### src/common/raycast_pkg.sv
package raycast_pkg;

    // table size limits
    localparam int MAX_SHAPES = 16;
    localparam int ADDR_W = 4;

    // fixed-point widths
    localparam int COORD_W = 12;
    localparam int DIST_W = 28;
    localparam int PROD_W = 60;

    // cycles from a shape entering the hit test to its result
    localparam int HIT_LATENCY = 4;

    typedef logic signed [COORD_W-1:0] coord_t;

    typedef struct packed {
        coord_t x;
        coord_t y;
        coord_t z;
    } vec3_t;

    typedef logic [COORD_W-1:0] radius_t;
    typedef logic [ADDR_W-1:0] shape_addr_t;

    // squared distance to the sphere center, the ranking key
    typedef logic [DIST_W-1:0] dist_t;
    typedef logic signed [PROD_W-1:0] prod_t;

endpackage

### src/common/hit_result_if.sv
`timescale 1ns/10ps

interface hit_result_if;
    import raycast_pkg::*;

    // one result per clock when valid, no back-pressure
    logic valid;
    logic last;
    shape_addr_t addr;
    logic hit;
    dist_t key;

    modport source (
        output valid,
        output last,
        output addr,
        output hit,
        output key
    );

    modport sink (
        input valid,
        input last,
        input addr,
        input hit,
        input key
    );

endinterface

### src/raycast/raycast_fsm.sv
`timescale 1ns/10ps

module raycast_fsm (
    input  logic       clk,
    input  logic       rst,
    input  logic       start_i,
    input  logic       cnt_last_i,
    hit_result_if.sink res,
    output logic       busy_o,
    output logic       capture_o,
    output logic       cnt_load_o,
    output logic       cnt_step_o,
    output logic       issue_o,
    output logic       done_o
);

    typedef enum logic [1:0] {
        IDLE,
        SENDING,
        WAITING,
        DONE
    } state_t;

    state_t state_q;
    state_t state_d;
    logic accept;

    // a start is only taken from idle, later ones are dropped
    assign accept = (state_q == IDLE) && start_i;

    always_comb begin
        state_d = state_q;
        case (state_q)
            IDLE: begin
                if (accept) begin
                    state_d = SENDING;
                end
            end
            SENDING: begin
                // final shape goes out this cycle
                if (cnt_last_i) begin
                    state_d = WAITING;
                end
            end
            WAITING: begin
                if (res.valid && res.last) begin
                    state_d = DONE;
                end
            end
            DONE: begin
                state_d = IDLE;
            end
            default: begin
                state_d = IDLE;
            end
        endcase
    end

    always_ff @(posedge clk) begin
        if (rst) begin
            state_q <= IDLE;
        end else begin
            state_q <= state_d;
        end
    end

    assign capture_o = accept;
    assign cnt_load_o = accept;
    assign issue_o = (state_q == SENDING);
    // hold the address on the last shape
    assign cnt_step_o = issue_o && !cnt_last_i;
    assign busy_o = (state_q != IDLE);
    assign done_o = (state_q == DONE);

endmodule

### src/flat_wrapper.sv
// flat-port wrapper written by rule: the top's interface ports become plain ports
module raycast_fsm_flat 
  (clk, rst, start_i, cnt_last_i, busy_o, capture_o, cnt_load_o, cnt_step_o, issue_o, done_o, res_valid, res_last, res_addr, res_hit, res_key);
  hit_result_if res_i ();
  input  logic clk;
  input  logic rst;
  input  logic start_i;
  input  logic cnt_last_i;
  output logic busy_o;
  output logic capture_o;
  output logic cnt_load_o;
  output logic cnt_step_o;
  output logic issue_o;
  output logic done_o;
  input wire logic [$bits(res_i.valid)-1:0] res_valid;
  input wire logic [$bits(res_i.last)-1:0] res_last;
  input wire logic [$bits(res_i.addr)-1:0] res_addr;
  input wire logic [$bits(res_i.hit)-1:0] res_hit;
  input wire logic [$bits(res_i.key)-1:0] res_key;
  assign res_i.valid = res_valid;
  assign res_i.last = res_last;
  assign res_i.addr = res_addr;
  assign res_i.hit = res_hit;
  assign res_i.key = res_key;
  raycast_fsm u_core (.clk(clk), .rst(rst), .start_i(start_i), .cnt_last_i(cnt_last_i), .res(res_i), .busy_o(busy_o), .capture_o(capture_o), .cnt_load_o(cnt_load_o), .cnt_step_o(cnt_step_o), .issue_o(issue_o), .done_o(done_o));
endmodule
### config.mk
export PLATFORM = sky130hd
export DESIGN_NAME = raycast_fsm_flat
export DESIGN_NICKNAME = d
export VERILOG_FILES = /design/src/common/raycast_pkg.sv /design/src/common/hit_result_if.sv /design/src/raycast/raycast_fsm.sv /design/src/flat_wrapper.sv
export SDC_FILE = /design/constraint.sdc
export NUM_CORES = 1
export LEC_CHECK = 0
export BUFFER_PORTS_ARGS = -buffer_cell sky130_fd_sc_hd__buf_2
export CAP_MARGIN = 40
export CELL_PAD_IN_SITES_DETAIL_PLACEMENT = 0
export CELL_PAD_IN_SITES_GLOBAL_PLACEMENT = 1
export CORE_MARGIN = 8
export CORE_UTILIZATION = 12
export CTS_CLUSTER_SIZE = 12
export DETAILED_ROUTE_END_ITERATION = 8
export GPL_TIMING_DRIVEN = 0
export PLACE_DENSITY = 0.76
export SYNTH_ARGS = -nofsm -noshare
export SYNTH_HDL_FRONTEND = slang
export SYNTH_SLANG_ARGS = --single-unit
### constraint.sdc
create_clock -name clk -period 3.5 [get_ports clk]
set_input_delay 0.7 -clock clk [delete_from_list [all_inputs] [get_ports clk]]
set_output_delay 0.7 -clock clk [all_outputs]
set_load 0.005 [all_outputs]
==> metrics.md <==
| Metric | Value |
|---|---|
| Largest registers | `u_core.state_q (2)` |
| Leading cell type in the layout, fill and taps excluded | `buf_2` |
| Synth Area in Compound Gates | `0.135` |
| YS warnings | `0` |
| Count of inserted antenna diode cells | `0` |
| Post-route DRC | `0` |
| Final Wtd Congestion | `0.585` |
| Final ANT Viol Nets | `0` |
| Post-route clock skew | `0.00474 ns` |
| Antenna violations before repair | `0` |
| Placed cell count | `48` |
| Overall power after layout | `0.197 mW` |
| Vias in the first global route | `214` |
| Setup TNS after final layout | `0 ns` |
| Core outline area | `0.00152 mm2` |
| Post-synthesis sequential area ratio | `0.205` |
| Post-CTS Resized | `0` |
| Power density over cell area | `674 mW/mm2` |
| Clock H-tree levels | `1` |
| Overall die width | `56.3 um` |
| Detailed Route WL | `495 um` |
| First-pass DRT Iterations | `2` |
| Most flops, register | `u_core.state_q` |
| Sequential power share | `0.201` |
| Number of DRC violations after detailed-routing iteration 0 | `3` |
| Worst hold slack after final layout | `0.518 ns` |
| Synthesized-area fraction occupied by adder cells | `0.321` |
| Synth Net Count | `65` |
| Average cell area after synthesis | `9.29 um2` |
| Number of instances in the synthesized netlist | `21` |
| Detailed placement HPWL | `417 um` |
| Clock insertion delay at the later pin of the skew report | `0.23 ns` |
| Max-slew violations | `0` |
| Clock sinks | `2` |
| Portion of the clock cycle consumed by the worst path in the final layout | `0.555` |
| Slew @ Worst Pin | `0.407 ns` |
| Hold Path Class | `reg2reg` |
| Fraction of power spent switching nets | `0.367` |
| Standard-cell row count | `14` |
| Final core area utilization | `0.192` |
| Die footprint | `0.00317 mm2` |
| Leakage power | `0.161 nW` |
| Timing-limited maximum frequency | `514 MHz` |
| Longest Clk Path Bufs | `2` |
| Final critical-path setup slack | `1.56 ns` |
| First-pass GRT wire length | `903 um` |
| Count of max-cap constraint violations | `0` |
| Endpoint class of the critical path | `output port` |
| TritonCTS clock tree | `built` |
| Relative area change from synthesis to final layout | `50.0%` |
| Worst slew margin relative to its limit | `0.722` |
| Result of the run | `finished, final reports clean` |
| Flip-flop count of the largest register after layout | `2` |
| Critical path arrival | `1.24 ns` |
| Area of all placed cells without fillers | `293 um2` |
| Floorplan die height | `56.3 um` |
| Highest-count cells in the layout ignoring fill and taps | `buf_2, ha_1, inv_1` |
| Unrepaired setup endpoints after global routing | `no` |
| Initial core utilization | `0.128` |
| Clock slew seen by the registers of the worst setup and hold paths | `0.03 ns` |
| Area fraction in and, or, nand and nor cells after synthesis | `0.173` |
| Number of fill cells in the layout | `171` |
| CTS hold repair buffers | `0` |
| Largest net degree at the start of global routing | `5` |
| Cell Int Power | `0.125 mW` |
| Count of non-filler cells in the finished layout | `51` |
| Number of top-level design ports | `45` |
| Cell area after placement | `270 um2` |
| Total number of vias | `186` |
| Type of the worst setup path | `reg2out` |
| Vias per cell | `3.65` |
| Hold Fails Final Rpt | `0` |
| Fraction of power consumed by combinational cells | `0.540` |
| Count of distinct cell types in the synthesized netlist | `12` |
| Fraction of synthesized cell area in xor and xnor cells | `0` |
| Number of setup violations in the final report | `0` |
| Number of setup buffers added after CTS | `0` |
| Multiplexer fraction of the synthesized cell area | `0.0513` |
| Routed wire length per instance | `9.71 um` |
| Cell at the root of the clock tree | `clkbuf_4` |
| Worst slack at placement | `1.62 ns` |
| Max rail drop VDD | `0.151 mV` |
| Flops & latches, synth | `2` |
| Switching power total | `0.0724 mW` |
| Crit start category | `flop` |
| Area of the mapped netlist | `195 um2` |
| Clock group share of total power | `0.259` |
| Main combinational cell family by area after synthesis | `adder cells` |
| Layout net count | `81` |
| Fraction of final layout cells with drive strength greater than 1 | `0.457` |
| Time the worst path needs with I/O delays and setup | `1.94 ns` |
| Grt total ovfl | `0` |
| CP Max Fanout | `4` |
| TritonCTS Buffers | `3` |
| Count of buffers inserted at the top-level ports | `11` |
| Required time of the critical path | `2.80 ns` |
| Aggregate global-route resource usage | `0.0404` |
==> worst paths after layout <==
path / slack [ns] / startpoint / cells past startpoint / end
setup / recovery: 1.56 / u_core.state_q[0]$_SDFFE_PP0P_ / 6 / cnt_load_o
hold / removal: 0.52 / u_core.state_q[1]$_SDFFE_PP0P_ / 2 / u_core.state_q[1]$_SDFFE_PP0P_
hold reg to reg: 0.52 / u_core.state_q[1]$_SDFFE_PP0P_ / 2 / u_core.state_q[1]$_SDFFE_PP0P_
setup reg to reg: 2.07 / u_core.state_q[1]$_SDFFE_PP0P_ / 5 / u_core.state_q[0]$_SDFFE_PP0P_
==> routing by layer <==
| layer | part of all wire | global-route usage | vias up | wire length [um] |
|---|---|---|---|---|
| met5 | 0 | 0 | - | 0 |
| met4 | 0.010 | 0.0309 | 0 | 5 |
| met1 | 0.45 | 0.0371 | 78 | 225 |
| met3 | 0.12 | 0.0472 | 2 | 61 |
| met2 | 0.41 | 0.0475 | 10 | 203 |
| li1 | - | - | 96 | - |
==> Yosys cell counts (all sizes together) <==
cell type / n / share of area
a2111oi: 1 / 0.045
a211oi: 1 / 0.038
a221o: 1 / 0.051
buf: 1 / 0.038
dfxtp: 2 / 0.21
ha: 5 / 0.32
inv: 4 / 0.077
mux2i: 1 / 0.051
nand2: 1 / 0.019
nand2b: 2 / 0.064
nor2: 1 / 0.019
nor2b: 1 / 0.070
==> kinds of logic after synthesis <==
group / Yosys count
buffers and inverters: 5
adder cells (fa/ha/maj): 5
multiplexers: 1
AND/OR/NAND/NOR: 5
AO/OA/AOI/OAI: 3
flip-flops: 2
==> area by class of cell <==
| class | count | area [um2] | area share |
|---|---|---|---|
| Clock buffer | 3 | 22.5 | 0.0769 |
| Buffer | 1 | 7.51 | 0.0256 |
| Inverter | 4 | 15.0 | 0.0513 |
| Multi-Input combinational cell | 14 | 133 | 0.453 |
| Sequential cell | 2 | 40.0 | 0.137 |
| Timing Repair Buffer | 11 | 55.1 | 0.188 |
| Tap cell | 16 | 20.0 | 0.0684 |
==> power by group through the flow <==
stage	Clock, mW	Combinational (mW)	Sequential (mW)
3_3_place_gp	0	0.107	0.0402
2_1_floorplan	0	0.0724	0.0385
6_report	0.0511	0.107	0.0396
3_5_place_dp	0	0.109	0.0403
5_1_grt	0.0582	0.129	0.0411
4_1_cts	0.0546	0.110	0.0400
==> critical path, stage by stage, from the launching register on <==
cell and delay [ns]:
dfxtp_1 0.34, inv_1 0.09, ha_1 0.23, inv_1 0.07, nor2_1 0.05, buf_4 0.12
buf_2 0.11
Power figures use the tool's default switching activity.
