### src/common/raycast_pkg.sv
package raycast_pkg;

    // table size limits
    localparam int MAX_SHAPES = 16;
    localparam int ADDR_W = 4;

    // fixed-point widths
    localparam int COORD_W = 12;
    localparam int DIST_W = 28;
    localparam int PROD_W = 60;

    // cycles from a shape entering the hit test to its result
    localparam int HIT_LATENCY = 4;

    typedef logic signed [COORD_W-1:0] coord_t;

    typedef struct packed {
        coord_t x;
        coord_t y;
        coord_t z;
    } vec3_t;

    typedef logic [COORD_W-1:0] radius_t;
    typedef logic [ADDR_W-1:0] shape_addr_t;

    // squared distance to the sphere center, the ranking key
    typedef logic [DIST_W-1:0] dist_t;
    typedef logic signed [PROD_W-1:0] prod_t;

endpackage

### src/common/hit_result_if.sv
`timescale 1ns/10ps

interface hit_result_if;
    import raycast_pkg::*;

    // one result per clock when valid, no back-pressure
    logic valid;
    logic last;
    shape_addr_t addr;
    logic hit;
    dist_t key;

    modport source (
        output valid,
        output last,
        output addr,
        output hit,
        output key
    );

    modport sink (
        input valid,
        input last,
        input addr,
        input hit,
        input key
    );

endinterface

### src/raycast/nearest_hit_select.sv
`timescale 1ns/10ps

module nearest_hit_select (
    input  logic                    clk,
    input  logic                    rst,
    input  logic                    clear_i,
    hit_result_if.sink              res,
    output logic                    hit_o,
    output raycast_pkg::shape_addr_t best_addr_o,
    output raycast_pkg::dist_t       best_dist_o
);

    logic best_valid_q;
    logic [$bits(best_addr_o)-1:0] best_addr_q;
    logic [$bits(best_dist_o)-1:0] best_key_q;
    logic closer;
    logic take;

    // strictly nearer, or a tie that the lower address breaks
    assign closer = (res.key < best_key_q)
                 || ((res.key == best_key_q) && (res.addr < best_addr_q));

    assign take = res.valid && res.hit && (!best_valid_q || closer);

    always_ff @(posedge clk) begin
        if (rst) begin
            best_valid_q <= 1'b0;
        end else if (clear_i) begin
            best_valid_q <= 1'b0;
        end else if (take) begin
            best_valid_q <= 1'b1;
        end
    end

    // key and address only mean something once best_valid_q is set
    always_ff @(posedge clk) begin
        if (take && !clear_i) begin
            best_addr_q <= res.addr;
            best_key_q <= res.key;
        end
    end

    assign hit_o = best_valid_q;
    assign best_addr_o = best_addr_q;
    assign best_dist_o = best_key_q;

endmodule

### src/flat_wrapper.sv
// flat-port wrapper written by rule: the top's interface ports become plain ports
module nearest_hit_select_flat 
  (clk, rst, clear_i, hit_o, best_addr_o, best_dist_o, res_valid, res_last, res_addr, res_hit, res_key);
  hit_result_if res_i ();
  input  logic clk;
  input  logic rst;
  input  logic clear_i;
  output logic hit_o;
  output raycast_pkg::shape_addr_t best_addr_o;
  output raycast_pkg::dist_t best_dist_o;
  input wire logic [$bits(res_i.valid)-1:0] res_valid;
  input wire logic [$bits(res_i.last)-1:0] res_last;
  input wire logic [$bits(res_i.addr)-1:0] res_addr;
  input wire logic [$bits(res_i.hit)-1:0] res_hit;
  input wire logic [$bits(res_i.key)-1:0] res_key;
  assign res_i.valid = res_valid;
  assign res_i.last = res_last;
  assign res_i.addr = res_addr;
  assign res_i.hit = res_hit;
  assign res_i.key = res_key;
  nearest_hit_select u_core (.clk(clk), .rst(rst), .clear_i(clear_i), .res(res_i), .hit_o(hit_o), .best_addr_o(best_addr_o), .best_dist_o(best_dist_o));
endmodule
### config.mk
export PLATFORM = sky130hd
export DESIGN_NAME = nearest_hit_select_flat
export DESIGN_NICKNAME = d
export VERILOG_FILES = /design/src/common/raycast_pkg.sv /design/src/common/hit_result_if.sv /design/src/raycast/nearest_hit_select.sv /design/src/flat_wrapper.sv
export SDC_FILE = /design/constraint.sdc
export NUM_CORES = 1
export LEC_CHECK = 0
export ABC_AREA = 1
export BUFFER_PORTS_ARGS = -buffer_cell sky130_fd_sc_hd__buf_2
export CORE_MARGIN = 2
export CORE_UTILIZATION = 30
export DETAILED_ROUTE_END_ITERATION = 12
export PLACE_DENSITY = 0.5
export SLEW_MARGIN = 5
export SYNTH_ARGS = -nofsm -noshare
export SYNTH_HDL_FRONTEND = slang
export SYNTH_SLANG_ARGS = --single-unit
### constraint.sdc
create_clock -name clk -period 3.2 [get_ports clk]
set_input_delay 0 -clock clk [delete_from_list [all_inputs] [get_ports clk]]
set_output_delay 0 -clock clk [all_outputs]
set_load 0.1 [all_outputs]
==> results of run 1 <==
cell usage in the layout, fill, tap and decap left out:
cell type and count:
a21oi_1 9, nand2_1 44, nor2_2 2, inv_2 1
a21oi_4 1, nor2_4 2, a21o_1 3, or3_1 1
and2_4 1, buf_4 2, clkbuf_8 5, nand2_4 1
nand3_1 2, dlygate4sd3_1 34, nand4_1 1, and2_1 1
dfxtp_1 1, clkbuf_1 3, a21oi_2 1, edfxtp_1 32
buf_2 69, ha_1 31, nand2_2 1, nor2_1 8
inv_1 50, nand3b_1 1, nand3_2 1
synth_stat cells (all sizes together):
| library cell | count | area, µm² |
|---|---|---|
| dfxtp | 1 | 20.02 |
| ha | 31 | 387.9 |
| nand3 | 3 | 20.02 |
| nor2 | 12 | 65.06 |
| nand3b | 1 | 7.510 |
| nand4 | 1 | 6.260 |
| a21oi | 11 | 62.56 |
| inv | 51 | 191.4 |
| edfxtp | 32 | 960.9 |
| or3 | 1 | 6.260 |
| a21o | 3 | 22.52 |
| nand2 | 46 | 182.7 |
| and2 | 2 | 15.02 |
critical path: stages:
cell,delay (ns)
dlygate4sd3_1,0.53
buf_2,0.13
ha_1,0.30
nand2_1,0.09
nor2_1,0.07
and2_1,0.15
nand2_1,0.06
nand3_1,0.08
nand2_1,0.07
nand2_1,0.08
a21oi_4,0.13
buf_4,0.28
registers in the layout, indices dropped and copies added, names as in the netlist:
signal              count
u_core.best_dist_o     28
u_core.best_addr_o      4
u_core.hit_o            1
per-layer routing:
layer / vias to the layer above / share of wire (%) / wire length, µm
li1: 847 / - / -
met1: 665 / 49 / 1871
met2: 44 / 43 / 1654
met3: 6 / 6.1 / 232
met4: 0 / 1.4 / 55
met5: - / 0 / 0
power groups by stage:
| stage | Sequential (mW) | Combinational (mW) | Clock (mW) |
|---|---|---|---|
| floorplan | 0.587 | 0.0669 | 0 |
| global placement | 0.503 | 0.205 | 0 |
| detailed placement | 0.504 | 0.205 | 0 |
| CTS | 0.494 | 0.238 | 0.326 |
| global route | 0.496 | 0.260 | 0.332 |
| finish | 0.494 | 0.234 | 0.299 |
metrics by stage:
step | utilization (%) | setup slack (ns) | hold WS, ns | area [µm²]
4_1_cts | 44.87 | 1.154 | 0.3735 | 2833
6_report | 44.87 | 1.180 | 0.3853 | 2833
2_1_floorplan | - | 0.3527 | 0.09887 | 1956
3_5_place_dp | 38.21 | 1.166 | 0.1976 | 2412
5_1_grt | 44.87 | 0.9889 | 0.4144 | 2833
3_3_place_gp | 38.21 | 1.193 | 0.1923 | 2412
final timing paths:
kind	from	endpoint	slack, ns	cells past startpoint
setup / recovery	res_key[7]	u_core.best_dist_o[21]$_DFFE_PP_	1.18	12
hold / removal	clear_i	u_core.best_addr_o[3]$_DFFE_PP_	0.39	4
setup reg to reg	u_core.best_dist_o[7]$_DFFE_PP_	u_core.best_dist_o[21]$_DFFE_PP_	1.19	11
hold reg to reg	u_core.hit_o$_SDFFE_PP0P_	u_core.best_addr_o[3]$_DFFE_PP_	0.98	4
cell type report:
| cell class | count | area share [%] |
|---|---|---|
| clock buffer | 8 | 2.827 |
| timing repair buffer | 105 | 24.73 |
| tap | 77 | 3.401 |
| sequential | 33 | 34.63 |
| inverter | 51 | 6.758 |
| multi-input combinational | 111 | 27.65 |
cell families (layout without fill, tap and decap cells):
| kind of cell | after synthesis | count (layout) | share of synthesized area [%] |
|---|---|---|---|
| AND/OR/NAND/NOR | 66 | 66 | 15.54 |
| buffers and inverters | 51 | 164 | 9.826 |
| flip-flops | 33 | 33 | 50.35 |
| adder cells (fa/ha/maj) | 31 | 31 | 19.91 |
| AO/OA/AOI/OAI | 14 | 14 | 4.367 |
==> implementation parameters, run 1 <==
Parameter                              Value

Timing
  Min Tclk post-route    2.020 ns
  Final worst clock skew    0.003905 ns
  Transition time at the pin with the least slew margin    0.4933 ns
  Final hold vios    0
  Top achievable clock speed    495.1 MHz
  Max-slew violation count    0
  Final setup vio count    0
  Post-route clock period utilization    63.11%
  RSZ-0062 raised after global routing    no
  Setup_tns    0 ns
  Relative max-transition margin    67.34%

Power
  Switching power as a share of total power    29.35%
  Static Leakage    1.482 nW
  Worst vdd rail ir drop    180.9 µV
  Part of the total power dissipated in combinational logic    22.8%
  Proportion of power drawn by flip-flops and latches    48.1%
  Total power    1.028 mW
  Cell-internal power    726.2 µW
  Power density relative to cell area    362.9 nW/µm²
  Switching power total    301.7 µW
  Clock group share of total power    29.1%

Logic synthesis
  Post-synthesis register bit count    33
  Mean instance size in the synthesized netlist    9.990 µm²
  Distinct cells, synth    21
  Yosys warning total    0
  Mapped Area    1948 µm²
  Synth Instances    195
  Post-Synthesis Net Count    264
  Sequential cell area fraction in the yosys report    50.35%

Die
  Number of top-level design ports    71
  Initial standard-cell utilization of the core    30.86%
  Area of the die    7155 µm²
  Placement Rows    29
  Core outline area    6314 µm²
  Die width    84.59 µm
  Die height    84.59 µm

Global route
  Highest-utilization routing layer at the global route stage    met2
  Global-route congestion overflow total    0
  GR met2 Demand/Resource    17.90%
  GR Layer Usage met1    14.66%
  Pin count of the biggest net entering global routing    18
  Met3 track demand over resource    3.343%
  Initial antenna violation count    0
  First-pass GRT wire length    6451 µm
  Total routing resource utilization after global routing    11.26%
  Vias in the first global route    1,503

Finish
  Synthesis-to-finish area growth    45.41%
  # diodes    0
  Area occupied by registers    980.9 µm²
  Fin cells    385
  Number of fill cells in the layout    656
  Final #Nets    376
  Multi-input gate area in the final layout    783.3 µm²
  Fraction of final layout cells with drive strength greater than 1    28.25%

Hold path
  Classification of the worst-slack hold path    input port to register

Clocking
  Setup bufs post-CTS    0
  Latest clock arrival within the worst-skew pair    0.28 ns
  Maximum clock insertion buffer count    2
  Cts bufs inserted    5
  TritonCTS clock tree    yes
  # resized after CTS    0
  CTS Sinks    33
  Clock root buffer    clkbuf_8
  Clock transition at path regs    0.07 ns
  Number of levels the H-tree was split into    2
  Hold buffer count at cts    34

Setup path
  Data arrival at the endpoint of the critical path    1.98 ns
  Category of the most critical setup path    input port to register
  CP Capture Type    register
  Highest fanout seen on the critical path    17
  Startpoint kind of the worst setup timing path    input port
  Critical path required time    3.16 ns

Placement
  Number of cells in the design after placement    343
  Buffers added on ports    69
  Final HPWL DP    2892 µm
  Gp weighted congestion    0.7016

Drt
  Mean number of vias per cell    4.057
  Post-detailed-route DRC marker count    0
  Post-detailed-routing wire length    3813 µm
  Routed wirelength normalized by instance count    9.904 µm
  Pre-antenna DRT Iters    4
  Detailed-route via count    1,562
  Remaining antenna violation count after routing    0
  Initial drt markers    42

Outcome
  Outcome    completed

Flow run
  Count of maximum capacitance violations    0
No activity file was read; power rests on OpenSTA's default activity.
==> inputs of run 2 (changes only) <==
- clock period: 3.2 -> 2 ns (I/O delays scaled with it)
==> run 2 against run 1 <==
The run now ends with negative setup slack left. First-iteration DRC count is 21% higher. Cell count is 1.6% higher. Sequential power is 60% higher. Global-route usage is 0.41 points higher. Hold slack better by 0.043 ns. Clock skew is 0.0058 ns higher. Core utilization is 3.1 points higher. Sequential share of layout area is 2.3 points lower. Largest power group unchanged.
==> implementation parameters, run 2 (synthesis gave the netlist of run 1 again) <==
Parameter                              Value

Placement
  Final HPWL DP    2944 µm (+1.8%)
  Buffers added on ports    69 (unchanged)
  Setup slack after placement    0.00003852 ns (-1.166 ns)
  Gp weighted congestion    0.7072 (+0.80%)
  Post-DP Area    2437 µm² (+1.0%)
  Number of cells in the design after placement    343 (unchanged)

Clocking
  Clock root buffer    clkbuf_8
  TritonCTS clock tree    yes
  CTS Sinks    33 (unchanged)
  Latest clock arrival within the worst-skew pair    0.29 ns (about the same)
  Maximum clock insertion buffer count    2 (unchanged)
  Clock transition at path regs    0.07 ns (about the same)
  Cts bufs inserted    5 (unchanged)
  Number of levels the H-tree was split into    2 (unchanged)

Drt
  Post-detailed-route DRC marker count    0 (unchanged)
  Routed wirelength normalized by instance count    10.49 µm (+5.9%)
  Detailed-route via count    1,615 (+3.4%)
  Mean number of vias per cell    4.130 (+1.8%)
  Initial drt markers    51 (+21%)
  Remaining antenna violation count after routing    0 (unchanged)
  Post-detailed-routing wire length    4100 µm (+7.5%)
  Pre-antenna DRT Iters    4 (unchanged)

Power
  Total power    1.684 mW (+64%)
  Cell-internal power    1.176 mW (+62%)
  Switching power as a share of total power    30.20% (+0.85 points)
  Worst vdd rail ir drop    342.8 µV (+90%)
  Clock group share of total power    28.4% (-0.7 points)
  Part of the total power dissipated in combinational logic    24.6% (+1.8 points)
  Switching power total    508.6 µW (+69%)
  Static Leakage    1.544 nW (+4.2%)
  Power density relative to cell area    555.8 nW/µm² (+53%)
  Proportion of power drawn by flip-flops and latches    47.0% (-1.1 points)

Timing
  Final setup vio count    32 (+32)
  Final hold vios    0 (unchanged)
  Final worst clock skew    0.009726 ns (+0.005821 ns)
  Worst setup margin    -0.05044 ns (-1.231 ns)
  Relative max-transition margin    67.19% (-0.14 points)
  Transition time at the pin with the least slew margin    0.4955 ns (+0.002190 ns)
  Setup_tns    -1.087 ns (-1.087 ns)
  Top achievable clock speed    487.7 MHz
  Max-slew violation count    0 (unchanged)
  RSZ-0062 raised after global routing    yes
  Post-route clock period utilization    102.5%
  Min Tclk post-route    2.050 ns

Global route
  Pin count of the biggest net entering global routing    19 (+1)
  First-pass GRT wire length    6644 µm (+3.0%)
  Initial antenna violation count    0 (unchanged)
  Global-route congestion overflow total    0 (unchanged)
  Total routing resource utilization after global routing    11.68% (+0.41 points)
  Vias in the first global route    1,578 (+5.0%)

Flow run
  Count of maximum capacitance violations    0 (unchanged)

Finish
  Most common library cell in the layout ignoring fill and taps    buf_2
  Max FFs per register    28 (unchanged)
  Fin cells    391 (+1.6%)
  Commonest non-fill, non-tap cells in the layout    buf_2, inv_1, nand2_1
  # diodes    0 (unchanged)
  Fraction of final layout cells with drive strength greater than 1    33.44% (+5.2 points)
  Final #Nets    382 (+1.6%)
  Synthesis-to-finish area growth    55.56%
  Final instance area    3030 µm² (+7.0%)

Setup path
  CP Capture Type    register
  Cell breakdown of the critical path    dlygate4sd3_1, buf_2, ha_1, a21o_1, nor2_1, nand2_2, a21oi_2, nand2_2, a21oi_4, buf_12, clkbuf_16
  Category of the most critical setup path    input port to register
  Kind of cell with the highest combined delay on the critical path    buffers and inverters
  Number of buffers and inverters on the critical path    4 (+1)
  Startpoint kind of the worst setup timing path    input port
  Slowest Stage Delay on Critical Path    0.53 ns (about the same)
  Crit path top cell by count    nand2_2
  Data arrival at the endpoint of the critical path    2.06 ns (+0.08 ns)
  Slowest stage cell on the critical path    dlygate4sd3_1
  Highest fanout seen on the critical path    7 (-10)
  Critical path required time    2.01 ns (-1.15 ns)

Die
  Number of top-level design ports    71 (unchanged)
  Die width    84.59 µm (unchanged)
  Initial standard-cell utilization of the core    30.86% (unchanged)
  Die height    84.59 µm (unchanged)
  Area of the die    7155 µm² (unchanged)
  Placement Rows    29 (unchanged)
  Core outline area    6314 µm² (unchanged)

Hold path
  Classification of the worst-slack hold path    input port to register

Outcome
  Outcome    finished with violations
  Violations in the final reports    negative setup slack
==> run 2: area by class of cell <==
cell class                      instances  area, µm²
Fill cell                             621       3283
Multi-Input combinational cell        111      840.8
Tap cell                               77      96.34
Sequential cell                        33      980.9
Clock inverter                          3      12.51
Inverter                               51      191.4
Clock buffer                            5      68.82
Timing Repair Buffer                  111      839.6
==> run 2: what timing repair did <==
| item | CTS | global route |
|---|---|---|
| endpoints found under the setup margin | 8 | 32 |
| cloned | 0 | 4 |
| buffers inserted | 0 | 2 |
| endpoints found under the hold margin | 33 | 0 |
| hold buffers | 34 | 0 |
| resized for setup | 1 | 10 |
| pin swaps | 0 | 5 |
==> run 2: final timing paths <==
path / start / end / slack [ns] / depth (start not counted)
max: res_key[19] / u_core.best_addr_o[2]$_DFFE_PP_ / -0.05 / 11
min: clear_i / u_core.best_dist_o[27]$_DFFE_PP_ / 0.43 / 5
max reg2reg: u_core.best_dist_o[19]$_DFFE_PP_ / u_core.best_addr_o[2]$_DFFE_PP_ / -0.04 / 10
min reg2reg: u_core.hit_o$_SDFFE_PP0P_ / u_core.best_dist_o[27]$_DFFE_PP_ / 0.94 / 5
==> run 2: layer usage <==
metal  track usage (%)  wire [µm]  vias up
met5                 0          0        -
met4             3.896         60        0
met3             3.835        252        6
met2             18.40       1810       47
met1             15.16       1976      704
li1                  -          -      858
==> run 2: power by group through the flow <==
stage / logic [mW] / registers [mW] / clock network (mW)
floorplan: 0.107 / 0.940 / 0
global placement: 0.333 / 0.806 / 0
detailed placement: 0.335 / 0.806 / 0
CTS: 0.387 / 0.791 / 0.508
global route: 0.457 / 0.793 / 0.533
finish: 0.414 / 0.791 / 0.479
==> run 2: through the flow <==
stage	utilization, %	hold slack (ns)
floorplan	-	0.09887
global placement	38.60	0.1932
detailed placement	38.60	0.1939
CTS	45.34	0.3390
global route	48.00	0.4335
finish	48.00	0.4285
==> run 2: worst min-delay path, stage by stage <==
cell	delay (ns)
buf_2	0.08
nand3b_1	0.16
a21oi_4	0.05
buf_12	0.14
buf_6	0.12
==> inputs of run 3 (changes only) <==
- PLACE_DENSITY: 0.5 -> 0.61
==> run 3 against run 2 <==
The run now ends clean. Global-route usage down 0.34 points. Setup slack better by 0.093 ns. Cell count is 1.5% lower. Non-clock buffer count is 5 lower. Die area unchanged. Critical path depth decreased by 2. Critical endpoint is now u_core.best_dist_o[20]$_DFFE_PP_. Largest cell class unchanged.
==> implementation parameters, run 3 (synthesis gave the netlist of run 1 again) <==
Parameter                              Value

Outcome
  Outcome    completed

Timing
  Top achievable clock speed    510.9 MHz (+4.8%)
  Min Tclk post-route    1.957 ns (-0.09306 ns)
  RSZ-0062 raised after global routing    yes
  Relative max-transition margin    67.21% (about the same)
  Setup_tns    0 ns (+1.087 ns)
  Max-slew violation count    0 (unchanged)
  Final setup vio count    0 (-100%)
  Transition time at the pin with the least slew margin    0.4953 ns (-0.0002340 ns)
  Final hold vios    0 (unchanged)
  Post-route clock period utilization    97.87% (-4.7 points)
  Final worst clock skew    0.005110 ns (-0.004616 ns)

Setup path
  FF-to-FF path depth    9 (-1)
  CP Capture Type    register
  Data arrival at the endpoint of the critical path    1.94 ns (-0.12 ns)
  Startpoint kind of the worst setup timing path    register
  Critical path required time    1.99 ns (-0.02 ns)
  Highest fanout seen on the critical path    20 (+13)
  Category of the most critical setup path    register to register

Clocking
  TritonCTS clock tree    yes
  Latest clock arrival within the worst-skew pair    0.28 ns (about the same)
  Number of levels the H-tree was split into    2 (unchanged)
  Clock transition at path regs    0.07 ns (about the same)
  Maximum clock insertion buffer count    2 (unchanged)
  Cts bufs inserted    5 (unchanged)
  Clock root buffer    clkbuf_8
  CTS Sinks    33 (unchanged)

Global route
  Pin count of the biggest net entering global routing    21 (+2)
  Global-route congestion overflow total    0 (unchanged)
  Vias in the first global route    1,529 (-3.1%)
  First-pass GRT wire length    6548 µm (-1.4%)
  Total routing resource utilization after global routing    11.34% (-0.34 points)
  Initial antenna violation count    0 (unchanged)

Finish
  Fraction of final layout cells with drive strength greater than 1    31.49% (-1.9 points)
  Commonest non-fill, non-tap cells in the layout    buf_2, inv_1, nand2_1
  Max FFs per register    28 (unchanged)
  Fin cells    385 (-1.5%)
  # diodes    0 (unchanged)
  Final instance area    2897 µm² (-4.4%)
  Most common library cell in the layout ignoring fill and taps    buf_2
  Final #Nets    377 (-1.3%)
  Core occupancy in the finished layout    45.88% (-2.1 points)
  Synthesis-to-finish area growth    48.68%

Die
  Placement Rows    29 (unchanged)
  Area of the die    7155 µm² (unchanged)
  Die height    84.59 µm (unchanged)
  Number of top-level design ports    71 (unchanged)
  Core outline area    6314 µm² (unchanged)
  Initial standard-cell utilization of the core    30.86% (unchanged)
  Die width    84.59 µm (unchanged)

Placement
  Final HPWL DP    2953 µm (+0.31%)
  Number of cells in the design after placement    344 (+0.29%)
  Buffers added on ports    69 (unchanged)
  Post-DP Area    2432 µm² (-0.21%)
  Gp weighted congestion    0.7197 (+1.8%)

Power
  Switching power as a share of total power    29.60% (-0.60 points)
  Part of the total power dissipated in combinational logic    23.7% (-0.9 points)
  Power density relative to cell area    567.5 nW/µm² (+2.1%)
  Clock group share of total power    28.2% (-0.2 points)
  Cell-internal power    1.157 mW (-1.5%)
  Worst vdd rail ir drop    312.0 µV (-9.0%)
  Static Leakage    1.498 nW (-3.0%)
  Switching power total    486.5 µW (-4.3%)
  Proportion of power drawn by flip-flops and latches    48.1% (+1.1 points)

Drt
  Post-detailed-route DRC marker count    0 (unchanged)
  Remaining antenna violation count after routing    0 (unchanged)
  Routed wirelength normalized by instance count    10.05 µm (-4.2%)
  Mean number of vias per cell    4.003 (-3.1%)
  Detailed-route via count    1,541 (-4.6%)
  Pre-antenna DRT Iters    4 (unchanged)
  Initial drt markers    14 (-73%)
  Post-detailed-routing wire length    3869 µm (-5.6%)

Hold path
  Depth of the worst hold-timing path    4 (-1)
  Classification of the worst-slack hold path    input port to register

Flow run
  Count of maximum capacitance violations    0 (unchanged)
[run 3: changes by cell type in the layout (fill, tap and decap cells not counted), moves of 2 or more]
cell       change
nand2_1        +2
nand2_2        -3
clkbuf_16      -3
buf_12         -2
[run 3: layer usage]
layer	vias up	share of wire, %	track usage, %
li1	844	-	-
met1	642	48	14.95
met2	50	45	18.11
met3	5	6.4	2.950
met4	0	1.2	3.896
met5	-	0	0
[run 3: final timing paths]
| kind | start | end | slack (ns) |
|---|---|---|---|
| max | u_core.best_dist_o[19]$_DFFE_PP_ | u_core.best_dist_o[20]$_DFFE_PP_ | 0.04 |
| min | clear_i | u_core.best_dist_o[13]$_DFFE_PP_ | 0.32 |
| max reg2reg | u_core.best_dist_o[19]$_DFFE_PP_ | u_core.best_dist_o[20]$_DFFE_PP_ | 0.04 |
| min reg2reg | u_core.hit_o$_SDFFE_PP0P_ | u_core.best_addr_o[2]$_DFFE_PP_ | 0.92 |
[run 3: repair_timing]
action	in CTS	in global routing
hold endpoints to repair	33	0
hold buffers	34	0
setup endpoints to repair	0	32
buffers inserted	0	0
gates resized for setup	0	11
[run 3: stage by stage]
stage | hold slack, ns | total power [mW] | worst slack, ns
finish | 0.3226 | 1.644 | 0.04262
global route | 0.3588 | 1.737 | -0.1123
CTS | 0.3205 | 1.663 | 0.005152
detailed placement | 0.1996 | 1.139 | 0.01211
global placement | 0.1917 | 1.136 | 0.01614
floorplan | 0.09887 | 1.047 | -0.8473
[run 3: layout make-up]
class	count	area (µm²)
inverter	51	191.4
fill	622	3417
tap	77	96.34
clock inverter	1	3.754
timing repair buffer	106	724.4
sequential	33	980.9
multi-input combinational	111	827.0
clock buffer	6	72.57
[run 3: power groups by stage]
stage	registers (mW)	clock network, mW	logic (mW)
final	0.791	0.463	0.390
after CTS	0.791	0.488	0.384
after detailed placement	0.806	0	0.332
after global placement	0.806	0	0.330
after floorplan	0.940	0	0.107
after global routing	0.793	0.513	0.431
[run 3: critical path: stages, from the launching register on]
cell and delay [ns]:
edfxtp_1 0.38, inv_1 0.10, ha_4 0.20, a21o_1 0.18
nor2_1 0.12, nand2_1 0.08, a21oi_2 0.14, nand2_2 0.08
a21oi_4 0.18, buf_12 0.19
