$ cat config.mk
export PLATFORM = sky130hd
export DESIGN_NAME = shape_addr_counter
export DESIGN_NICKNAME = d
export VERILOG_FILES = /design/src/common/raycast_pkg.sv /design/src/raycast/shape_addr_counter.sv
export SDC_FILE = /design/constraint.sdc
export NUM_CORES = 1
export LEC_CHECK = 0
export CAP_MARGIN = 20
export CORE_AREA = 5 5 42 44
export CTS_CLUSTER_SIZE = 12
export DETAILED_ROUTE_END_ITERATION = 12
export DIE_AREA = 0 0 47 49
export DONT_BUFFER_PORTS = 1
export SYNTH_ARGS = -nofsm -noshare
export SYNTH_HDL_FRONTEND = slang
export SYNTH_SLANG_ARGS = --single-unit
$ cat constraint.sdc
create_clock -name clk -period 1.85 [get_ports clk]
set_clock_uncertainty 0.1 [all_clocks]
set_input_delay 0.185 -clock clk [delete_from_list [all_inputs] [get_ports clk]]
set_output_delay 0.185 -clock clk [all_outputs]
set_load 0.1 [all_outputs]
$ cat src/common/raycast_pkg.sv
package raycast_pkg;

    // table size limits
    localparam int MAX_SHAPES = 16;
    localparam int ADDR_W = 4;

    // fixed-point widths
    localparam int COORD_W = 12;
    localparam int DIST_W = 28;
    localparam int PROD_W = 60;

    // cycles from a shape entering the hit test to its result
    localparam int HIT_LATENCY = 4;

    typedef logic signed [COORD_W-1:0] coord_t;

    typedef struct packed {
        coord_t x;
        coord_t y;
        coord_t z;
    } vec3_t;

    typedef logic [COORD_W-1:0] radius_t;
    typedef logic [ADDR_W-1:0] shape_addr_t;

    // squared distance to the sphere center, the ranking key
    typedef logic [DIST_W-1:0] dist_t;
    typedef logic signed [PROD_W-1:0] prod_t;

endpackage

$ cat src/raycast/shape_addr_counter.sv
`timescale 1ns/10ps

module shape_addr_counter #(
    parameter int NUM_SHAPES = 8
) (
    input  logic                    clk,
    input  logic                    rst,
    input  logic                    load_i,
    input  logic                    step_i,
    output raycast_pkg::shape_addr_t addr_o,
    output logic                    last_o
);
    import raycast_pkg::*;

    localparam shape_addr_t LAST_ADDR = shape_addr_t'(NUM_SHAPES - 1);

    shape_addr_t addr_q;

    // load wins over step, a new search always starts at shape 0
    always_ff @(posedge clk) begin
        if (rst) begin
            addr_q <= '0;
        end else if (load_i) begin
            addr_q <= '0;
        end else if (step_i) begin
            addr_q <= addr_q + 1'b1;
        end
    end

    assign addr_o = addr_q;

    // tags the final shape of the table
    assign last_o = (addr_q == LAST_ADDR);

endmodule

==> results of run 1 <==
[power by group through the flow]
stage | clock (mW) | sequential, mW | combinational [mW]
3_5_place_dp | 0 | 0.0908 | 0.0218
3_3_place_gp | 0 | 0.0906 | 0.0218
5_1_grt | 0.118 | 0.0896 | 0.0230
6_report | 0.107 | 0.0895 | 0.0218
2_1_floorplan | 0 | 0.103 | 0.00606
4_1_cts | 0.114 | 0.0894 | 0.0219
[cells in the final DEF (no fill, tap or decap)]
master | netlist | layout
nand4_1 | 1 | 1
mux2i_1 | 1 | 1
or2_2 | 1 | 1
ha_1 | 1 | 1
buf_12 | 0 | 1
nor2_4 | 0 | 1
dfxtp_2 | 0 | 3
buf_4 | 0 | 4
mux2_1 | 1 | 1
a21oi_1 | 1 | 1
nand3b_1 | 1 | 1
nand2_1 | 1 | 1
clkbuf_4 | 0 | 3
nor3b_1 | 1 | 1
dfxtp_1 | 4 | 1
nor3_1 | 1 | 1
xnor2_1 | 1 | 1
a21bo_2 | 1 | 1
nor2_1 | 3 | 2
[per-layer routing]
| layer | wire, um | share of wire | GRT usage |
|---|---|---|---|
| met1 | 158 | 0.37 | 0.04615 |
| met2 | 205 | 0.48 | 0.06787 |
| met3 | 66 | 0.15 | 0.06642 |
| met4 | 0 | 0 | 0.01382 |
| met5 | 0 | 0 | 0 |
[Yosys cell counts (all sizes together)]
cell / count / area [um2]
nor3b: 1 / 7.510
nor3: 1 / 5.000
or2: 1 / 6.260
nand2: 1 / 3.750
a21oi: 1 / 5.000
nor2: 3 / 11.26
mux2: 1 / 11.26
dfxtp: 4 / 80.08
nand4: 1 / 6.260
xnor2: 1 / 8.760
a21bo: 1 / 10.01
nand3b: 1 / 7.510
mux2i: 1 / 10.01
ha: 1 / 12.51
[how the worst max path moves through the flow]
stage,end,depth (start not counted)
after detailed placement,addr_o[3]$_SDFFE_PP0P_,3
final,last_o,4
after global routing,last_o,4
after CTS,last_o,4
after floorplan,last_o,3
after global placement,addr_o[3]$_SDFFE_PP0P_,3
[final cells by class]
cell class / count / area [um2] / share of cell area
clock buffers: 3 / 22.52 / 0.07792
flip-flops and latches: 4 / 83.83 / 0.2900
repair buffers: 5 / 50.05 / 0.1732
well taps: 16 / 20.02 / 0.06926
multi-input cells: 15 / 112.6 / 0.3896
[kinds of logic (layout without fill, tap and decap cells)]
logic type | Yosys count | after routing
AND/OR/NAND/NOR | 9 | 9
flip-flops | 4 | 4
AO/OA/AOI/OAI | 2 | 2
multiplexers | 2 | 2
adder cells (fa/ha/maj) | 1 | 1
XOR/XNOR | 1 | 1
buffers and inverters | 0 | 8
[worst max-delay path: stages, from the launching register on]
cell and delay, ns:
dfxtp_2 0.32, ha_1 0.18, nand2_1 0.10, nor2_4 0.11, buf_12 0.18
[per-stage QoR]
step | setup WS, ns | power, mW | cell area, um2 | cells | util
floorplan | 0.02908 | 0.1088 | 196.4 | 19 | -
global placement | 0.5272 | 0.1124 | 266.5 | 40 | 0.1902
detailed placement | 0.5384 | 0.1125 | 266.5 | 40 | 0.1902
CTS | 0.4296 | 0.2251 | 289.0 | 43 | 0.2063
global route | 0.3719 | 0.2310 | 289.0 | 43 | 0.2063
finish | 0.4487 | 0.2179 | 289.0 | 43 | 0.2063
==> out/qor_table.md, run 1 <==
| Result | This run | Unit |
|:---|:---|:---|
| Main combinational cell family by area after synthesis | simple AND/OR/NAND/NOR gates | - |
| I/O pin total | 9 | - |
| Number of buffers added by the clock tree synthesis step | 3 | - |
| Mean Syn Cell Area | 9.746 | um2 |
| Maximum count of clock buffers along a single path | 2 | - |
| Type of the worst setup path | flip-flop to primary output | - |
| Critical-path maximum fanout | 3 | - |
| Pins over their slew limit | 0 | - |
| Class of the most critical hold timing path | input pin to flip-flop | - |
| Startpoint of the worst setup timing path | addr_o[0]$_SDFFE_PP0P_ | - |
| Area of the mapped netlist | 185.2 | um2 |
| First-pass GRT wire length | 779 | um |
| # clock sinks | 4 | - |
| Cell variety after synth | 14 | - |
| I/O Buffers | 0 | - |
| Register-to-register path setup slack | 0.54 | ns |
| Detailed Routing Iterations Pass 1 | 2 | - |
| Cells after Synth | 19 | - |
| Power density over the cells | 754.0 | nW/um2 |
| Routed via count | 164 | - |
| Multiplexer share of the synthesized area | 0.1149 | - |
| Max-slew headroom at the worst pin | 0.8000 | - |
| Layout-stage area growth over the synthesis result | 56.08 | % |
| Number of global-route vias before repair | 178 | - |
| Signal arrival time at the worst endpoint | 1.12 | ns |
| Area of the core region | 1401 | um2 |
| Final period utilization | 0.7575 | - |
| Share of power burned in registers | 0.411 | - |
| Portion of the post-synthesis area used by sequential elements | 0.4324 | - |
| Worst hold path cell count | 2 | - |
| Final Routed Wirelength | 430 | um |
| Die width | 47 | um |
| Total die area | 2303 | um2 |
| Startpoint class of the critical path | flip-flop | - |
| Highest Clock Rate | 0.7136 | GHz |
| Clock root buffer | clkbuf_4 | - |
| TritonCTS clock tree | yes | - |
| Final Setup Violations | 0 | - |
| Share of layout cells above drive strength 1 | 0.5185 | - |
| H-tree depth | 1 | - |
| Clock-pin slew on the worst setup and hold paths | 0.04 | ns |
| Register bit count reported by yosys | 4 | - |
| Std cell rows | 14 | - |
| Cells resized by post-CTS repair | 0 | - |
| Psw | 0.05076 | mW |
| Synth warn | 0 | - |
| Number of failing hold endpoints at the final stage | 0 | - |
| Effective utilization at floorplan | 0.1321 | - |
| Startpoint of the worst register-to-register path | addr_o[1]$_SDFFE_PP0P_ | - |
| Number of diodes added for antenna fixing | 0 | - |
| Internal power | 0.1672 | mW |
| Initial DRC Count | 4 | - |
| Chip height | 49 | um |
| Detailed placement HPWL | 353.2 | um |
| Shortest period the worst path allows | 1.401 | ns |
| Compound-Gate Fraction of Synth Area | 0.08108 | - |
| Drc violations | 0 | - |
| Result of the run | finished, final reports clean | - |
| Syn nets | 24 | - |
| Area share of and/or/nand/nor cells after synthesis | 0.2568 | - |
| Count of cells along the worst register-to-register path | 3 | - |
| Proportion of power drawn by the clock network | 0.489 | - |
| Number of fill cells | 158 | - |
| WL/cell | 10.00 | um |
| Hold Crit Endpoint | addr_o[2]$_SDFFE_PP0P_ | - |
| Gr usage total | 0.05070 | - |
| Hold path startpoint | step_i | - |
| Pin slew with the least headroom to its limit | 0.2999 | ns |
| Combinational fraction of design power | 0.100 | - |
| Number of flip-flops under the largest register name | 4 | - |
| Post-synthesis share of cell area spent on full adders, half adders and majority gates | 0.06757 | - |
| MaxCap Viol Count | 0 | - |
| RSZ-0062 raised after global routing | false | - |
| Worst Setup End Kind | primary output | - |
| Initial antenna violation count | 0 | - |
| Global-route congestion overflow total | 0 | - |
| Leakage component of the power | 0.1192 | nW |
| Residual antenna-violating net count after detailed routing | 0 | - |
| CTS Hold Buffers Added | 0 | - |
| Summed negative setup slack over all endpoints | 0 | ns |
| Tightest hold margin | 0.01057 | ns |
| XOR/XNOR Fraction of Synth Area | 0.04730 | - |
| Vias per inst | 3.814 | - |
| Destination of the worst register-to-register timing path | addr_o[3]$_SDFFE_PP0P_ | - |
| Pin count of the biggest net entering global routing | 6 | - |
| Layout Nets | 34 | - |
| Final Wtd Congestion | 0.6449 | - |
| Clk_lat worst skew | 0.23 | ns |
| Required arrival time at the worst endpoint | 1.56 | ns |
| Number of buffers inserted by post-CTS setup repair | 0 | - |
| Worst supply voltage drop on vdd | 0.2876 | mV |
| Fraction of power spent switching nets | 0.2329 | - |
Power figures use the tool's default switching activity.
==> run 2, diff against run 1 <==
--- a/config.mk
+++ b/config.mk
@@ -5,6 +5,7 @@
 export SDC_FILE = /design/constraint.sdc
 export NUM_CORES = 1
 export LEC_CHECK = 0
+export ABC_AREA = 1
 export CAP_MARGIN = 20
 export CORE_AREA = 5 5 42 44
 export CTS_CLUSTER_SIZE = 12
==> constraint.sdc (replaced) <==
create_clock -name clk -period 1.24 [get_ports clk]
set_clock_uncertainty 0.1 [all_clocks]
set_input_delay 0.124 -clock clk [delete_from_list [all_inputs] [get_ports clk]]
set_output_delay 0.124 -clock clk [all_outputs]
set_load 0.1 [all_outputs]
==> out/qor_table.md, run 2 <==
| Result | This run | Unit | Change |
|:---|:---|:---|:---|
| Share of the synthesized area in the top cell type | 0.4604 | - | was 0.4324 |
| CP cell instances | ha_4, nand2_4, nor2_4, buf_12 | - | was ha_1, nand2_1, nor2_4, buf_12 |
| Chip height | 49 | um | unchanged |
| Routed via count | 216 | - | was 164 |
| Total die area | 2303 | um2 | unchanged |
| Worst stage delay on the critical path | 0.35 | ns | was 0.32 ns |
| Commonest cells after routing, fill and taps aside | buf_4, nand2_1, nor2_1 | - | was buf_4, dfxtp_2, clkbuf_4 |
| Area share of and/or/nand/nor cells after synthesis | 0.3022 | - | was 0.2568 |
| List of most frequent post-synthesis cells | nand2_1, nor2_1, dfxtp_1, a21oi_1, o21ai_0 | - | was dfxtp_1, nor2_1 |
| Initial antenna violation count | 0 | - | unchanged |
| Top cells by area in the synthesized netlist | dfxtp_1, nand2_1, nor2_1, a21oi_1, ha_1 | - | was dfxtp_1, ha_1, mux2_1, nor2_1, a21bo_2 |
| Effective utilization at floorplan | 0.1241 | - | was 0.1321 |
| Die width | 47 | um | unchanged |
| Worst-case setup margin in the final layout | -0.04005 | ns | was 0.4487 ns |
| Area of the core region | 1401 | um2 | unchanged |
| I/O pin total | 9 | - | unchanged |
| Most instantiated library cell after synthesis | nand2_1 | - | was dfxtp_1 |
| Startpoint class of the critical path | flip-flop | - | unchanged |
| H-tree depth | 1 | - | unchanged |
| Compound-Gate Fraction of Synth Area | 0.1439 | - | was 0.08108 |
| Number of flip-flops under the largest register name | 4 | - | unchanged |
| Initial DRC Count | 0 | - | was 4 |
| Layout-stage area growth over the synthesis result | 110.8 | % | was 56.08% |
| Required arrival time at the worst endpoint | 1.02 | ns | was 1.56 ns |
| Post-synthesis share of cell area spent on full adders, half adders and majority gates | 0.07194 | - | was 0.06757 |
| Std cell rows | 14 | - | unchanged |
| Leakage component of the power | 0.1561 | nW | was 0.1192 nW |
| Cell with the largest stage delay on the worst path | dfxtp_4 | - | was dfxtp_2 |
| Result of the run | complete, but fails checks | - | was finished, final reports clean |
| Power density over the cells | 1001 | nW/um2 | was 754.0 nW/um2 |
| Global-route congestion overflow total | 0 | - | unchanged |
| Sequential standard cell area | 92.59 | um2 | was 83.83 um2 |
| Max-slew headroom at the worst pin | 0.8202 | - | was 0.8000 |
| Cell Count Post-Placement | 45 | - | was 40 |
| Clk_lat worst skew | 0.24 | ns | was 0.23 ns |
| Type of the worst setup path | flip-flop to primary output | - | unchanged |
| # clock sinks | 4 | - | unchanged |
| Residual antenna-violating net count after detailed routing | 0 | - | unchanged |
| Area of the mapped netlist | 173.9 | um2 | was 185.2 um2 |
| Multiplexer share of the synthesized area | 0 | - | was 0.1149 |
| Class of the most critical hold timing path | input pin to flip-flop | - | unchanged |
| Clock root buffer | clkbuf_4 | - | unchanged |
| Number of fill cells | 167 | - | was 158 |
| Gr usage total | 0.05704 | - | was 0.05070 |
| Final std cells w/o fill | 55 | - | was 43 |
| First-pass GRT wire length | 869 | um | was 779 um |
| MaxCap Viol Count | 0 | - | unchanged |
| Placed cell areas | 279.0 | um2 | was 266.5 um2 |
| Register bit count reported by yosys | 4 | - | unchanged |
| Area of all placed cells without fillers | 366.6 | um2 | was 289.0 um2 |
| Cell variety after synth | 9 | - | was 14 |
| Family with the most delay on the worst path | flip-flops | - | unchanged |
| Dpl ws | 0.1625 | ns | was 0.5384 ns |
| Share of async-settable or async-resettable flops after synthesis | 0 | - | unchanged |
| Portion of the post-synthesis area used by sequential elements | 0.4604 | - | was 0.4324 |
| Maximum count of clock buffers along a single path | 2 | - | unchanged |
| Most frequent standard cell in the layout excluding fill and tap cells | buf_4 | - | unchanged |
| Synth warn | 0 | - | unchanged |
| Final Routed Wirelength | 496 | um | was 430 um |
| Cells after Synth | 24 | - | was 19 |
| Most used DFF post-synth | dfxtp_1 | - | unchanged |
| Main combinational cell family by area after synthesis | simple AND/OR/NAND/NOR gates | - | unchanged |
| Signal arrival time at the worst endpoint | 1.06 | ns | was 1.12 ns |
| Number of failing hold endpoints at the final stage | 0 | - | unchanged |
| CP bufs+invs | 1 | - | unchanged |
| Final Setup Violations | 1 | - | was 0 |
| Number of buffers added by the clock tree synthesis step | 3 | - | unchanged |
| Vias per inst | 3.927 | - | was 3.814 |
| Pins over their slew limit | 0 | - | unchanged |
| Clock-pin slew on the worst setup and hold paths | 0.04 | ns | about the same |
| RSZ-0062 raised after global routing | true | - | was false |
| WL/cell | 9.018 | um | was 10.00 um |
| Final Wtd Congestion | 0.6532 | - | was 0.6449 |
| Detailed Routing Iterations Pass 1 | 1 | - | was 2 |
| Worst supply voltage drop on vdd | 0.4511 | mV | was 0.2876 mV |
| Summed negative setup slack over all endpoints | -0.04005 | ns | was 0 ns |
| Pin count of the biggest net entering global routing | 7 | - | was 6 |
| Area of combinational cells with multiple inputs | 117.6 | um2 | was 112.6 um2 |
| Shortest period the worst path allows | 1.280 | ns |  |
| Number of diodes added for antenna fixing | 0 | - | unchanged |
| Violated checks | setup timing | - |  |
| Syn nets | 29 | - | was 24 |
| Final period utilization | 1.032 | - |  |
| Drc violations | 0 | - | unchanged |
| Critical-path maximum fanout | 2 | - | was 3 |
| Number of global-route vias before repair | 207 | - | was 178 |
| Highest Clock Rate | 0.7812 | GHz |  |
| Pin slew with the least headroom to its limit | 0.2686 | ns | was 0.2999 ns |
| Worst Setup End Kind | primary output | - | unchanged |
| XOR/XNOR Fraction of Synth Area | 0 | - | was 0.04730 |
| Largest area contributor in the synthesized netlist | dfxtp_1 | - | unchanged |
| Count of flip-flops with a built-in enable after synthesis | 0 | - | unchanged |
| Layout Nets | 45 | - | was 34 |
| Mean Syn Cell Area | 7.247 | um2 | was 9.746 um2 |
| TritonCTS clock tree | yes | - | unchanged |
| I/O Buffers | 0 | - | unchanged |
| Share of layout cells above drive strength 1 | 0.4872 | - | was 0.5185 |
-- run 2: worst register-to-register path: stages (launching register included) --
cell	delay (ns)
dfxtp_4	0.35
buf_4	0.14
buf_6	0.18
o21ai_0	0.18
a21oi_1	0.05
-- run 2: timing repair --
item                                   in CTS  in global routing
endpoints found under the hold margin       4                  0
pin swaps                                   3                  0
setup endpoints to repair                   1                  2
hold buffers                                3                  0
setup buffers                               3                  0
gates resized for setup                     1                  1
-- run 2: cell type report --
class,instances,area share
multi-input combinational,19,0.3208
timing repair buffer,11,0.2901
sequential,4,0.2526
clock buffer,4,0.07167
tap,16,0.05461
inverter,1,0.01024
-- run 2: logic make-up (layout without fill, tap and decap cells) --
family | Yosys count | in the layout
compound gates | 5 | 5
fa+ha+maj | 1 | 1
buf+inv | 1 | 16
flops | 4 | 4
simple gates | 13 | 13
-- run 2: final timing paths --
check / from / to / slack [ns] / cells after the start
min: step_i / addr_o[3]$_SDFFE_PP0P_ / 0.05 / 4
max: addr_o[0]$_SDFFE_PP0P_ / last_o / -0.04 / 4
max reg2reg: addr_o[0]$_SDFFE_PP0P_ / addr_o[0]$_SDFFE_PP0P_ / 0.13 / 4
min reg2reg: addr_o[3]$_SDFFE_PP0P_ / addr_o[3]$_SDFFE_PP0P_ / 0.42 / 2
-- run 2: where the power goes --
part	internal (mW)	switching, mW
registers	0.128	0.00313
clock network	0.121	0.0603
logic	0.0198	0.0349
-- run 2: metal layers --
metal	part of all wire	GRT usage	wire, um
met3	0.14	0.05904	71
met5	0	0	0
met4	0	0.02765	0
met1	0.41	0.06374	203
met2	0.45	0.06787	222
-- run 2: stage by stage --
step | util | hold WS (ns) | power, mW
after floorplan | - | 0.1033 | 0.1646
after global placement | 0.1991 | 0.1074 | 0.1711
after detailed placement | 0.1991 | 0.1086 | 0.1723
after CTS | 0.2589 | 0.04305 | 0.3733
after global routing | 0.2616 | 0.06952 | 0.3877
final | 0.2616 | 0.04500 | 0.3671
==> run 3, diff against run 2 <==
--- a/config.mk
+++ b/config.mk
@@ -12,6 +12,7 @@
 export DETAILED_ROUTE_END_ITERATION = 12
 export DIE_AREA = 0 0 47 49
 export DONT_BUFFER_PORTS = 1
+export PLACE_DENSITY = 0.3
 export SYNTH_ARGS = -nofsm -noshare
 export SYNTH_HDL_FRONTEND = slang
 export SYNTH_SLANG_ARGS = --single-unit
==> out/qor_table.md, run 3 (same netlist as run 2, synthesis figures left out) <==
| Result | This run | Unit | Change |
|:---|:---|:---|:---|
| Fraction of power spent switching nets | 0.2734 | - | was 0.2678 |
| Initial antenna violation count | 0 | - | unchanged |
| Pins over their slew limit | 0 | - | unchanged |
| Routed via count | 211 | - | was 216 |
| Violated checks | setup timing | - | unchanged |
| Psw | 0.1007 | mW | was 0.09830 mW |
| Commonest cells after routing, fill and taps aside | buf_4, nand2_1, nor2_1 | - | unchanged |
| Number of global-route vias before repair | 210 | - | was 207 |
| Most frequent standard cell in the layout excluding fill and tap cells | buf_4 | - | unchanged |
| Residual antenna-violating net count after detailed routing | 0 | - | unchanged |
| H-tree depth | 1 | - | unchanged |
| Pin count of the biggest net entering global routing | 7 | - | unchanged |
| Number of flip-flops under the largest register name | 4 | - | unchanged |
| RSZ-0062 raised after global routing | true | - | unchanged |
| Worst Setup End Kind | primary output | - | unchanged |
| Power density over the cells | 1015 | nW/um2 | was 1001 nW/um2 |
| Layout-stage area growth over the synthesis result | 108.6 | % | was 110.8% |
| Total die area | 2303 | um2 | unchanged |
| Dpl ws | 0.1680 | ns | was 0.1625 ns |
| Proportion of power drawn by the clock network | 0.503 | - | was 0.494 |
| Vias per inst | 3.836 | - | was 3.927 |
| Number of failing hold endpoints at the final stage | 0 | - | unchanged |
| WL/cell | 8.964 | um | was 9.018 um |
| Detailed placement HPWL | 362.3 | um |  |
| Combinational fraction of design power | 0.143 | - | was 0.149 |
| Clock-pin slew on the worst setup and hold paths | 0.04 | ns | about the same |
| Effective utilization at floorplan | 0.1241 | - | unchanged |
| # clock sinks | 4 | - | unchanged |
| MaxCap Viol Count | 0 | - | unchanged |
| Share of layout cells above drive strength 1 | 0.4872 | - | unchanged |
| First-pass GRT wire length | 890 | um | was 869 um |
| I/O Buffers | 0 | - | unchanged |
| Share of power burned in registers | 0.355 | - | was 0.357 |
| Global-route congestion overflow total | 0 | - | unchanged |
| CP cell instances | ha_4, nand2_4, nor2_4, buf_12 | - | unchanged |
| Chip height | 49 | um | unchanged |
| Cell Count Post-Placement | 45 | - | unchanged |
| Shortest period the worst path allows | 1.266 | ns | was 1.280 ns |
| Share of the core filled with cells in the final layout | 0.2589 | - | was 0.2616 |
| Drc violations | 0 | - | unchanged |
| Final Wtd Congestion | 0.6982 | - | was 0.6532 |
| Signal arrival time at the worst endpoint | 1.04 | ns | was 1.06 ns |
| Std cell rows | 14 | - | unchanged |
| Die width | 47 | um | unchanged |
| Class of the most critical hold timing path | input pin to flip-flop | - | unchanged |
| Worst stage delay on the critical path | 0.35 | ns | about the same |
| Clk_lat worst skew | 0.24 | ns | about the same |
| Critical-path maximum fanout | 2 | - | unchanged |
| Number of fill cells | 167 | - | unchanged |
| Number of diodes added for antenna fixing | 0 | - | unchanged |
| Area of the core region | 1401 | um2 | unchanged |
| Tightest hold margin | 0.04614 | ns | was 0.04500 ns |
| Type of the worst setup path | flip-flop to primary output | - | unchanged |
| Number of buffers added by the clock tree synthesis step | 3 | - | unchanged |
| Final Setup Violations | 1 | - | unchanged |
| Gr usage total | 0.05626 | - | was 0.05704 |
| Initial DRC Count | 1 | - | was 0 |
| Startpoint class of the critical path | flip-flop | - | unchanged |
| Final Routed Wirelength | 493 | um | was 496 um |
| Clock root buffer | clkbuf_4 | - | unchanged |
| Final std cells w/o fill | 55 | - | unchanged |
| Cell with the largest stage delay on the worst path | dfxtp_4 | - | unchanged |
| Leakage component of the power | 0.1553 | nW | was 0.1561 nW |
| Highest Clock Rate | 0.7900 | GHz | was 0.7812 GHz |
| Layout Nets | 45 | - | unchanged |
| Final period utilization | 1.021 | - | was 1.032 |
| Worst-case setup margin in the final layout | -0.02585 | ns | was -0.04005 ns |
| Required arrival time at the worst endpoint | 1.02 | ns | about the same |
| Pin slew with the least headroom to its limit | 0.2927 | ns | was 0.2686 ns |
| Max-slew headroom at the worst pin | 0.8049 | - | was 0.8202 |
| TritonCTS clock tree | yes | - | unchanged |
| I/O pin total | 9 | - | unchanged |
| Maximum count of clock buffers along a single path | 2 | - | unchanged |
| Worst supply voltage drop on vdd | 0.3907 | mV | was 0.4511 mV |
| Detailed Routing Iterations Pass 1 | 4 | - | was 1 |
| Result of the run | complete, but fails checks | - | unchanged |
| Internal power | 0.2677 | mW | was 0.2688 mW |
[run 3: changes by cell type in the layout (fill, tap and decap cells not counted)]
cell and change:
buf_6 -1, buf_4 +1
[run 3: layout make-up]
cell class | instances | area [um2] | area share
clock buffers | 4 | 26.28 | 0.07241
inverters | 1 | 3.754 | 0.01034
multi-input cells | 19 | 117.6 | 0.3241
flip-flops and latches | 4 | 92.59 | 0.2552
well taps | 16 | 20.02 | 0.05517
repair buffers | 11 | 102.6 | 0.2828
[run 3: what timing repair did]
action,in CTS,in global routing
gates resized for setup,1,0
setup buffers,3,0
endpoints found under the setup margin,1,1
hold endpoints to repair,4,0
pin swaps,3,0
hold buffers,3,0
[run 3: metrics by stage]
step,TNS (ns),power [mW],area [um2]
floorplan,-0.2841,0.1646,209.0
global placement,0,0.1714,279.0
detailed placement,0,0.1718,279.0
CTS,-0.04426,0.3807,362.8
global route,-0.07354,0.3906,362.8
finish,-0.02585,0.3685,362.8
[run 3: metal layers]
metal / track usage / up-vias / wire length [um]
met5: 0 / - / 0
met4: 0.04147 / 0 / 17
met3: 0.04059 / 2 / 54
met2: 0.07919 / 8 / 225
met1: 0.05470 / 92 / 195
li1: - / 109 / -
[run 3: final timing paths]
kind | end | cells after the start | start | slack, ns
setup reg to reg | addr_o[0]$_SDFFE_PP0P_ | 4 | addr_o[0]$_SDFFE_PP0P_ | 0.08
setup / recovery | last_o | 4 | addr_o[0]$_SDFFE_PP0P_ | -0.03
hold / removal | addr_o[3]$_SDFFE_PP0P_ | 4 | step_i | 0.05
hold reg to reg | addr_o[3]$_SDFFE_PP0P_ | 2 | addr_o[3]$_SDFFE_PP0P_ | 0.42
[run 3: worst max-delay path: cells and delay by family (launching register included)]
| family | cells | cell delay, ns |
|---|---|---|
| adders and majority gates | 1 | 0.14 |
| DFF | 1 | 0.35 |
| buffers and inverters | 1 | 0.18 |
| and+or+nand+nor | 2 | 0.14 |
[run 3: power by group through the flow]
stage	Sequential, mW	Combinational [mW]	Clock [mW]
floorplan	0.156	0.00907	0
global route	0.131	0.0569	0.203
finish	0.131	0.0526	0.185
detailed placement	0.133	0.0383	0
global placement	0.133	0.0379	0
CTS	0.131	0.0532	0.197
